<file path="src/design/vi_pkg.sv">
// Data widths, operation codes and the issue, execute and write-back packet types
package vi_pkg;

	localparam int XLEN       = 32;
	localparam int REG_ADDR_W = 5;
	localparam int TAG_W      = 8;
	localparam int NUM_REGS   = 2 ** REG_ADDR_W;
	localparam int SHAMT_W    = $clog2(XLEN);

	// Integer operations, MUL is the only one routed to the multiply pipe
	typedef enum logic [3:0] {
		ADD = 4'd0,
		SUB = 4'd1,
		AND = 4'd2,
		OR  = 4'd3,
		XOR = 4'd4,
		SLL = 4'd5,
		SRL = 4'd6,
		SLT = 4'd7,
		MUL = 4'd8
	} op_e;

	// Operation as presented on the issue port
	typedef struct packed {
		op_e                   op;
		logic [REG_ADDR_W-1:0] rd;
		logic [REG_ADDR_W-1:0] rs1;
		logic [REG_ADDR_W-1:0] rs2;
		logic [TAG_W-1:0]      tag;
	} issue_t;

	// Contents of the execute latch, operands already resolved
	typedef struct packed {
		logic                  valid;
		op_e                   op;
		logic [REG_ADDR_W-1:0] rd;
		logic [TAG_W-1:0]      tag;
		logic [XLEN-1:0]       op_a;
		logic [XLEN-1:0]       op_b;
	} exe_t;

	// Result in flight or retiring
	typedef struct packed {
		logic                  valid;
		logic [REG_ADDR_W-1:0] rd;
		logic [TAG_W-1:0]      tag;
		logic [XLEN-1:0]       data;
	} wb_t;

endpackage

</file>
<file path="src/design/int_registers.sv">
// Integer register file with two read ports, one write port and register zero tied to zero
`timescale 1ns/1ns

module int_registers (
	input  logic                          clk_i,
	input  logic                          arst_n_i,
	input  logic [vi_pkg::REG_ADDR_W-1:0] read_addr_a_i,
	input  logic [vi_pkg::REG_ADDR_W-1:0] read_addr_b_i,
	input  vi_pkg::wb_t                   write_i,
	output logic [vi_pkg::XLEN-1:0]       read_data_a_o,
	output logic [vi_pkg::XLEN-1:0]       read_data_b_o
);
	import vi_pkg::*;

	logic [XLEN-1:0] regs [NUM_REGS];

	// Register zero is never written, so its reset value stays
	always_ff @(posedge clk_i or negedge arst_n_i) begin
		if (!arst_n_i) begin
			for (int i = 0; i < NUM_REGS; i++) begin
				regs[i] <= '0;
			end
		end else if (write_i.valid && (write_i.rd != '0)) begin
			regs[write_i.rd] <= write_i.data;
		end
	end

	assign read_data_a_o = regs[read_addr_a_i];
	assign read_data_b_o = regs[read_addr_b_i];

	// Holds across every retirement, including those that target r0
	assert property (@(posedge clk_i) disable iff (!arst_n_i)
		(read_addr_a_i == '0) |-> (read_data_a_o == '0))
	else
		$error("register zero read back a nonzero value");

endmodule

</file>
<file path="src/design/int_alu.sv">
// Combinational integer ALU for add, subtract, logic, shifts and set-less-than
`timescale 1ns/1ns

module int_alu (
	input  vi_pkg::exe_t            exe_i,
	output logic [vi_pkg::XLEN-1:0] data_o
);
	import vi_pkg::*;

	logic [SHAMT_W-1:0] shamt;

	assign shamt = exe_i.op_b[SHAMT_W-1:0];

	always_comb begin
		unique case (exe_i.op)
			ADD: begin
				data_o = exe_i.op_a + exe_i.op_b;
			end
			SUB: begin
				data_o = exe_i.op_a - exe_i.op_b;
			end
			AND: begin
				data_o = exe_i.op_a & exe_i.op_b;
			end
			OR: begin
				data_o = exe_i.op_a | exe_i.op_b;
			end
			XOR: begin
				data_o = exe_i.op_a ^ exe_i.op_b;
			end
			SLL: begin
				data_o = exe_i.op_a << shamt;
			end
			SRL: begin
				data_o = exe_i.op_a >> shamt;
			end
			SLT: begin
				data_o = {{(XLEN-1){1'b0}}, $signed(exe_i.op_a) < $signed(exe_i.op_b)};
			end
			// Handled by the multiply pipe
			default: begin
				data_o = '0;
			end
		endcase
	end

endmodule

</file>
<file path="src/design/mult_pipe.sv">
// Multiply pipeline carrying product, destination and tag through MULT_STAGES stages
`timescale 1ns/1ns

module mult_pipe #(
	parameter int MULT_STAGES = 5
) (
	input  logic                                          clk_i,
	input  logic                                          arst_n_i,
	input  vi_pkg::exe_t                                  exe_i,
	output logic [MULT_STAGES-1:0]                        busy_o,
	output logic [MULT_STAGES-1:0][vi_pkg::REG_ADDR_W-1:0] rd_o,
	output vi_pkg::wb_t                                   result_o
);
	import vi_pkg::*;

	logic                                   take;
	logic [MULT_STAGES-1:0]                 valid_q;
	logic [MULT_STAGES-1:0][REG_ADDR_W-1:0] rd_q;
	logic [MULT_STAGES-1:0][TAG_W-1:0]      tag_q;
	logic [MULT_STAGES-1:0][XLEN-1:0]       prod_q;

	assign take = exe_i.valid && (exe_i.op == MUL);

	always_ff @(posedge clk_i or negedge arst_n_i) begin
		if (!arst_n_i) begin
			valid_q <= '0;
		end else begin
			valid_q <= {valid_q[MULT_STAGES-2:0], take};
		end
	end

	// Low half of the product is formed in stage one, later stages only delay it
	always_ff @(posedge clk_i) begin
		prod_q[0] <= exe_i.op_a * exe_i.op_b;
		rd_q[0]   <= exe_i.rd;
		tag_q[0]  <= exe_i.tag;
		for (int i = 1; i < MULT_STAGES; i++) begin
			prod_q[i] <= prod_q[i-1];
			rd_q[i]   <= rd_q[i-1];
			tag_q[i]  <= tag_q[i-1];
		end
	end

	assign busy_o = valid_q;
	assign rd_o   = rd_q;

	assign result_o = '{
		valid: valid_q[MULT_STAGES-1],
		rd:    rd_q[MULT_STAGES-1],
		tag:   tag_q[MULT_STAGES-1],
		data:  prod_q[MULT_STAGES-1]
	};

endmodule

</file>
<file path="src/design/issue_stage.sv">
// Issue stage with operand read, forwarding, hazard stall and the execute latch
`timescale 1ns/1ns

module issue_stage #(
	parameter int MULT_STAGES = 5
) (
	input  logic                                          clk_i,
	input  logic                                          arst_n_i,
	input  logic                                          issue_valid_i,
	input  vi_pkg::issue_t                                issue_i,
	output logic [vi_pkg::REG_ADDR_W-1:0]                 read_addr_a_o,
	output logic [vi_pkg::REG_ADDR_W-1:0]                 read_addr_b_o,
	input  logic [vi_pkg::XLEN-1:0]                       read_data_a_i,
	input  logic [vi_pkg::XLEN-1:0]                       read_data_b_i,
	input  logic [vi_pkg::XLEN-1:0]                       alu_data_i,
	input  vi_pkg::wb_t                                   wb_i,
	input  logic [MULT_STAGES-1:0]                        mult_busy_i,
	input  logic [MULT_STAGES-1:0][vi_pkg::REG_ADDR_W-1:0] mult_rd_i,
	output logic                                          issue_stall_o,
	output vi_pkg::exe_t                                  exe_o
);
	import vi_pkg::*;

	logic                   exe_is_mul;
	logic                   exe_mul_rs1;
	logic                   exe_mul_rs2;
	logic                   exe_mul_rd;
	logic [MULT_STAGES-1:0] rs1_hit;
	logic [MULT_STAGES-1:0] rs2_hit;
	logic [MULT_STAGES-1:0] rd_hit;
	logic                   raw_stall;
	logic                   waw_stall;
	logic                   port_stall;
	logic [XLEN-1:0]        op_a;
	logic [XLEN-1:0]        op_b;
	exe_t                   exe_d;

	// ALU result in execute first, then write-back, then the register file
	function automatic logic [XLEN-1:0] forward(
		input logic [REG_ADDR_W-1:0] rs,
		input logic [XLEN-1:0]       rf_data,
		input exe_t                  exe,
		input logic [XLEN-1:0]       alu_data,
		input wb_t                   wb
	);
		if (rs == '0)
			return '0;
		if (exe.valid && (exe.op != MUL) && (exe.rd == rs))
			return alu_data;
		if (wb.valid && (wb.rd == rs))
			return wb.data;
		return rf_data;
	endfunction

	assign read_addr_a_o = issue_i.rs1;
	assign read_addr_b_o = issue_i.rs2;

	assign exe_is_mul  = exe_o.valid && (exe_o.op == MUL);
	assign exe_mul_rs1 = exe_is_mul && (exe_o.rd == issue_i.rs1);
	assign exe_mul_rs2 = exe_is_mul && (exe_o.rd == issue_i.rs2);
	assign exe_mul_rd  = exe_is_mul && (exe_o.rd == issue_i.rd);

	always_comb begin
		for (int i = 0; i < MULT_STAGES; i++) begin
			rs1_hit[i] = mult_busy_i[i] && (mult_rd_i[i] == issue_i.rs1);
			rs2_hit[i] = mult_busy_i[i] && (mult_rd_i[i] == issue_i.rs2);
			rd_hit[i]  = mult_busy_i[i] && (mult_rd_i[i] == issue_i.rd);
		end
	end

	// Products are only visible once they reach the write-back latch
	assign raw_stall = ((issue_i.rs1 != '0) && ((|rs1_hit) || exe_mul_rs1)) ||
	                   ((issue_i.rs2 != '0) && ((|rs2_hit) || exe_mul_rs2));
	assign waw_stall = (|rd_hit) || exe_mul_rd;
	// Stage that reaches write-back one edge after this op leaves execute
	assign port_stall = (issue_i.op != MUL) && mult_busy_i[MULT_STAGES-2];

	assign issue_stall_o = issue_valid_i && (raw_stall || waw_stall || port_stall);

	assign op_a = forward(issue_i.rs1, read_data_a_i, exe_o, alu_data_i, wb_i);
	assign op_b = forward(issue_i.rs2, read_data_b_i, exe_o, alu_data_i, wb_i);

	always_comb begin
		exe_d = '0;
		if (issue_valid_i && !issue_stall_o) begin
			exe_d = '{valid: 1'b1, op: issue_i.op, rd: issue_i.rd, tag: issue_i.tag,
			          op_a: op_a, op_b: op_b};
		end
	end

	always_ff @(posedge clk_i or negedge arst_n_i) begin
		if (!arst_n_i) begin
			exe_o <= '0;
		end else begin
			exe_o <= exe_d;
		end
	end

	// A stalled operation stays on the issue port until it is accepted
	assert property (@(posedge clk_i) disable iff (!arst_n_i)
		issue_stall_o |=> (issue_valid_i && $stable(issue_i)))
	else
		$error("issue port changed while its operation was stalled");

endmodule

</file>
<file path="src/design/exe_write_latch.sv">
// Write-back latch merging the ALU and multiply results into one register write
`timescale 1ns/1ns

module exe_write_latch (
	input  logic                    clk_i,
	input  logic                    arst_n_i,
	input  vi_pkg::exe_t            exe_i,
	input  logic [vi_pkg::XLEN-1:0] alu_data_i,
	input  vi_pkg::wb_t             mult_i,
	output vi_pkg::wb_t             wb_o
);
	import vi_pkg::*;

	logic alu_sel;
	wb_t  wb_d;

	assign alu_sel = exe_i.valid && (exe_i.op != MUL);

	always_comb begin
		if (alu_sel) begin
			wb_d = '{valid: 1'b1, rd: exe_i.rd, tag: exe_i.tag, data: alu_data_i};
		end else if (mult_i.valid) begin
			wb_d = mult_i;
		end else begin
			wb_d = '0;
		end
	end

	always_ff @(posedge clk_i or negedge arst_n_i) begin
		if (!arst_n_i) begin
			wb_o <= '0;
		end else begin
			wb_o <= wb_d;
		end
	end

	// Issue must have held back the ALU op that would collide here
	assert property (@(posedge clk_i) disable iff (!arst_n_i)
		!(alu_sel && mult_i.valid))
	else
		$error("ALU and multiply results reached write-back together");

endmodule

</file>
<file path="src/design/vi_exec_core.sv">
// Top level of the integer back end with register file, issue, ALU, multiply and write-back
`timescale 1ns/1ns

module vi_exec_core #(
	parameter int MULT_STAGES = 5
) (
	input  logic           clk_i,
	input  logic           arst_n_i,
	input  logic           issue_valid_i,
	input  vi_pkg::issue_t issue_i,
	output logic           issue_stall_o,
	output vi_pkg::wb_t    retire_o
);
	import vi_pkg::*;

	// Register file read side
	logic [REG_ADDR_W-1:0] rf_addr_a;
	logic [REG_ADDR_W-1:0] rf_addr_b;
	logic [XLEN-1:0]       rf_data_a;
	logic [XLEN-1:0]       rf_data_b;

	// Execute stage
	exe_t                  exe;
	logic [XLEN-1:0]       alu_data;

	// Multiply pipe
	logic [MULT_STAGES-1:0]                 mult_busy;
	logic [MULT_STAGES-1:0][REG_ADDR_W-1:0] mult_rd;
	wb_t                                    mult_result;

	// Write-back latch output, also the retirement port
	wb_t                   wb;

	assign retire_o = wb;

	int_registers int_registers (
		.clk_i         (clk_i),
		.arst_n_i      (arst_n_i),
		.read_addr_a_i (rf_addr_a),
		.read_addr_b_i (rf_addr_b),
		.write_i       (wb),
		.read_data_a_o (rf_data_a),
		.read_data_b_o (rf_data_b)
	);

	issue_stage #(
		.MULT_STAGES (MULT_STAGES)
	) issue_stage (
		.clk_i         (clk_i),
		.arst_n_i      (arst_n_i),
		.issue_valid_i (issue_valid_i),
		.issue_i       (issue_i),
		.read_addr_a_o (rf_addr_a),
		.read_addr_b_o (rf_addr_b),
		.read_data_a_i (rf_data_a),
		.read_data_b_i (rf_data_b),
		.alu_data_i    (alu_data),
		.wb_i          (wb),
		.mult_busy_i   (mult_busy),
		.mult_rd_i     (mult_rd),
		.issue_stall_o (issue_stall_o),
		.exe_o         (exe)
	);

	int_alu int_alu (
		.exe_i  (exe),
		.data_o (alu_data)
	);

	mult_pipe #(
		.MULT_STAGES (MULT_STAGES)
	) mult_pipe (
		.clk_i    (clk_i),
		.arst_n_i (arst_n_i),
		.exe_i    (exe),
		.busy_o   (mult_busy),
		.rd_o     (mult_rd),
		.result_o (mult_result)
	);

	exe_write_latch exe_write_latch (
		.clk_i      (clk_i),
		.arst_n_i   (arst_n_i),
		.exe_i      (exe),
		.alu_data_i (alu_data),
		.mult_i     (mult_result),
		.wb_o       (wb)
	);

endmodule

</file>
<file path="config.mk">
export PLATFORM = sky130hd
export DESIGN_NAME = vi_exec_core
export DESIGN_NICKNAME = d
export VERILOG_FILES = /design/src/design/vi_pkg.sv /design/src/design/int_registers.sv /design/src/design/int_alu.sv /design/src/design/mult_pipe.sv /design/src/design/issue_stage.sv /design/src/design/exe_write_latch.sv /design/src/design/vi_exec_core.sv
export SDC_FILE = /design/constraint.sdc
export NUM_CORES = 2
export LEC_CHECK = 0
export BUFFER_PORTS_ARGS = -buffer_cell sky130_fd_sc_hd__buf_2
export CELL_PAD_IN_SITES_DETAIL_PLACEMENT = 1
export CELL_PAD_IN_SITES_GLOBAL_PLACEMENT = 2
export CORE_ASPECT_RATIO = 1.2
export CORE_UTILIZATION = 46
export CTS_CLUSTER_SIZE = 28
export DETAILED_ROUTE_END_ITERATION = 6
export PLACE_DENSITY_LB_ADDON = 0.1
export SYNTH_ARGS = -nofsm -noshare
export SYNTH_HDL_FRONTEND = slang
export SYNTH_SLANG_ARGS = --single-unit
</file>
<file path="constraint.sdc">
create_clock -name clk_i -period 24.8 [get_ports clk_i]
set_clock_uncertainty 0.2 [all_clocks]
set_input_delay 4.96 -clock clk_i [delete_from_list [all_inputs] [get_ports clk_i]]
set_output_delay 4.96 -clock clk_i [all_outputs]
set_load 0.01 [all_outputs]
</file>
==> reports/qor.txt <==
Primary FF master, synth -> dfrtp_1
FF+latch area -> 33500 um2
final period utilization -> 0.548
Max-cap violations -> 0
post-synthesis cell count -> 7126
minimum clock period -> 13.60 ns
Final ANT Viol Nets -> 0
Die Area -> 194000 um2
Syn Area/Cell -> 12.4 um2
layout cells sized above 1 -> 0.321
r2r worst-path depth -> 27
endpoints failing hold -> 0
CTS buffer count -> 152
Layout Nets -> 7583
Hold Path Stages -> 0
drt wl/cell -> 35.2 um
core area -> 190000 um2
# fillers -> 19200
Cell Area, Synth -> 88400 um2
Post-synth EDFFs -> 0
Max IR drop VDD -> 0.0740 mV
Pwr Density -> 56.6 nW/um2
min-delay worst type -> reg -> reg
crit start category -> primary input
Routed WL -> 336000 um
IO Port Bufs -> 76
CTS max path bufs -> 3
crit-path max FO -> 73
outcome -> finished, final reports clean
HPWL Detailed -> 218000 um
Post-route DRC -> 0
area leader, netlist -> dfrtp_1
synth warn -> 0
Total GRT Usage -> 0.352
DR iter-0 viols -> 4774
Worst-path clk slew -> 0.06 ns
Synth async-reset ratio -> 0.837
share of Yosys cell area claimed by the top area cell type -> 0.328
Data required, critical path -> 19.64 ns
Lkg Pwr -> 44.0 nW
routed vias -> 61500
synth top area cells -> dfrtp_1, mux4_2, mux2_2, fa_1, dfxtp_1
Worst Path Arrival -> 8.44 ns
Power Total -> 5.46 mW
Multi-input gate area -> 50900 um2
die height -> 482 um
Layout area overhead -> 9.20%
antenna violations before repair -> 14
first-pass GRT wire length -> 490000 um
final setup TNS -> 0 ns
Setup Buffers After CTS -> 0
critical path endpoint category -> primary output
Initial Utilization -> 0.464
slew of the pin with the lowest slew margin -> 1.36 ns
vias in the first global route -> 66600
largest net degree at the start of global routing -> 160
Row Count -> 175
RSZ-0062 raised after global routing -> no
cells along the critical path -> buf_8 > buf_4 > xor2_1 > nor4_1 > and3_1 > a211oi_1 > a21oi_1 > a2111oi_4 > nor2b_1 > buf_2
sequential area share after synthesis -> 0.379
syn_nets -> 7786
relative slew slack -> 0.0955
num ports -> 77
Via-to-Cell Ratio -> 6.45
TritonCTS clock tree -> yes
Clock Latency Late Sink -> 0.82 ns
Hold-fix buffers, CTS -> 0
CTS resizes -> 0
die width -> 402 um
H-tree depth -> 4
root buf cell -> clkbuf_16
Peak Freq -> 73.5 MHz
CP max stage cell -> buf_4
Slew Limit Fails -> 0
clock tree sinks -> 1382
Crit Path Class -> in -> out
gp weighted congestion -> 0.996
post-synthesis register bit count -> 1382
drt first pass iters -> 5
setup violators final -> 0
total global routing overflow -> 0
Netlist cell types -> 94
crit-path max cell delay -> 0.85 ns
-- state kept, by name, summed over array words and instances (netlist names) --
signal and cells:
mult_pipe.result_o 40, mult_pipe.busy_o 5, int_registers.regs 1024, exe_write_latch.wb_o 46, mult_pipe.prod_q 128, mult_pipe.rd_o 25, mult_pipe.tag_q 32, issue_stage.exe_o 82
-- stage by stage --
| stage | area [um2] | hold slack [ns] | instances | utilization | setup slack (ns) |
|---|---|---|---|---|---|
| floorplan | 88400 | 0.110 | 7126 | - | 13.27 |
| global placement | 91300 | 0.110 | 9247 | 0.480 | 11.12 |
| detailed placement | 91300 | 0.113 | 9247 | 0.480 | 11.14 |
| CTS | 96500 | 0.0965 | 9522 | 0.507 | 11.13 |
| global route | 96500 | 0.119 | 9531 | 0.507 | 10.92 |
| finish | 96500 | 0.0987 | 9532 | 0.507 | 11.20 |
-- critical path: cells and delay by family --
kind | cells | cell delay, ns
buffers and inverters | 3 | 1.56
AO/OA/AOI/OAI | 3 | 1.31
AND/OR/NAND/NOR | 3 | 0.34
XOR/XNOR | 1 | 0.20
-- placed cells by master (no fill, tap or decap), types with 84 or more instances in the layout --
cell	Yosys	routed
clkbuf_16	0	159
xnor2_1	104	104
mux2i_1	127	127
nor2_1	555	543
a21oi_1	202	202
inv_1	465	463
ha_1	220	220
dfrtp_1	1157	1150
nand2_1	396	383
dfxtp_1	225	225
a211oi_1	97	97
mux2_2	998	998
xor2_1	84	84
buf_4	8	202
fa_1	410	410
o21ai_0	99	99
mux4_2	655	655
-- final timing paths --
kind / from / end / slack (ns)
min in group asynchronous: arst_n_i / int_registers.regs[884] / 3.96
worst min register to register: mult_pipe.prod_q[23] / mult_pipe.prod_q[55] / 0.1
max in group asynchronous: arst_n_i / issue_stage.exe_o[0] / 15.84
worst max register to register: issue_stage.exe_o[38] / mult_pipe.prod_q[28] / 15.21
worst max-delay path: issue_i[14] / issue_stall_o / 11.20
worst min-delay path: mult_pipe.prod_q[23] / mult_pipe.prod_q[55] / 0.1
-- kinds of logic after synthesis --
logic type | share of synthesized area
XOR/XNOR | 0.0186
AO/OA/AOI/OAI | 0.0576
multiplexers | 0.308
AND/OR/NAND/NOR | 0.0627
buffers and inverters | 0.0500
flip-flops | 0.379
adder cells (fa/ha/maj) | 0.124
-- area by class of cell --
type,count,share of cell area
clock inverters,53,0.00712
flip-flops and latches,1382,0.347
inverters,481,0.0187
diodes,10,0.000259
well taps,2478,0.0321
multi-input cells,4626,0.527
clock buffers,222,0.0469
repair buffers,280,0.0212
-- where the power goes --
| group | leakage, nW | internal, mW | switching [mW] |
|---|---|---|---|
| clock network | 2.56 | 1.38 | 1.01 |
| logic | 23.5 | 0.239 | 0.435 |
| registers | 17.9 | 2.33 | 0.0704 |
| total | 44.0 | 3.95 | 1.51 |
-- synth_stat cells, types with 14 or more instances --
cell and number:
dfrtp_1 1157, mux2_2 998, mux4_2 655, nor2_1 555, inv_1 465, clkbuf_1 412, fa_1 410, nand2_1 396
dfxtp_1 225, ha_1 220, a21oi_1 202, mux2i_1 127, buf_1 110, xnor2_1 104, o21ai_0 99, buf_2 98
a211oi_1 97, xor2_1 84, nand3_1 75, o211ai_1 54, nor3_1 48, a21o_1 46, nor2b_1 44, and3_1 33
o21a_1 28, nor4_1 26, nand2b_1 25, or3_1 24, o22ai_1 23, a22oi_1 22, a221oi_1 19, a31oi_1 18
o221ai_1 14, o31ai_1 14
-- layer usage --
layer,GRT usage,share of wire,vias up
li1,-,-,25000
met5,0,0.000021,-
met4,0.203,0.066,2
met1,0.443,0.39,33400
met3,0.0485,0.055,840
met2,0.583,0.49,2198
Note: power is estimated with default switching activity, not from simulation.
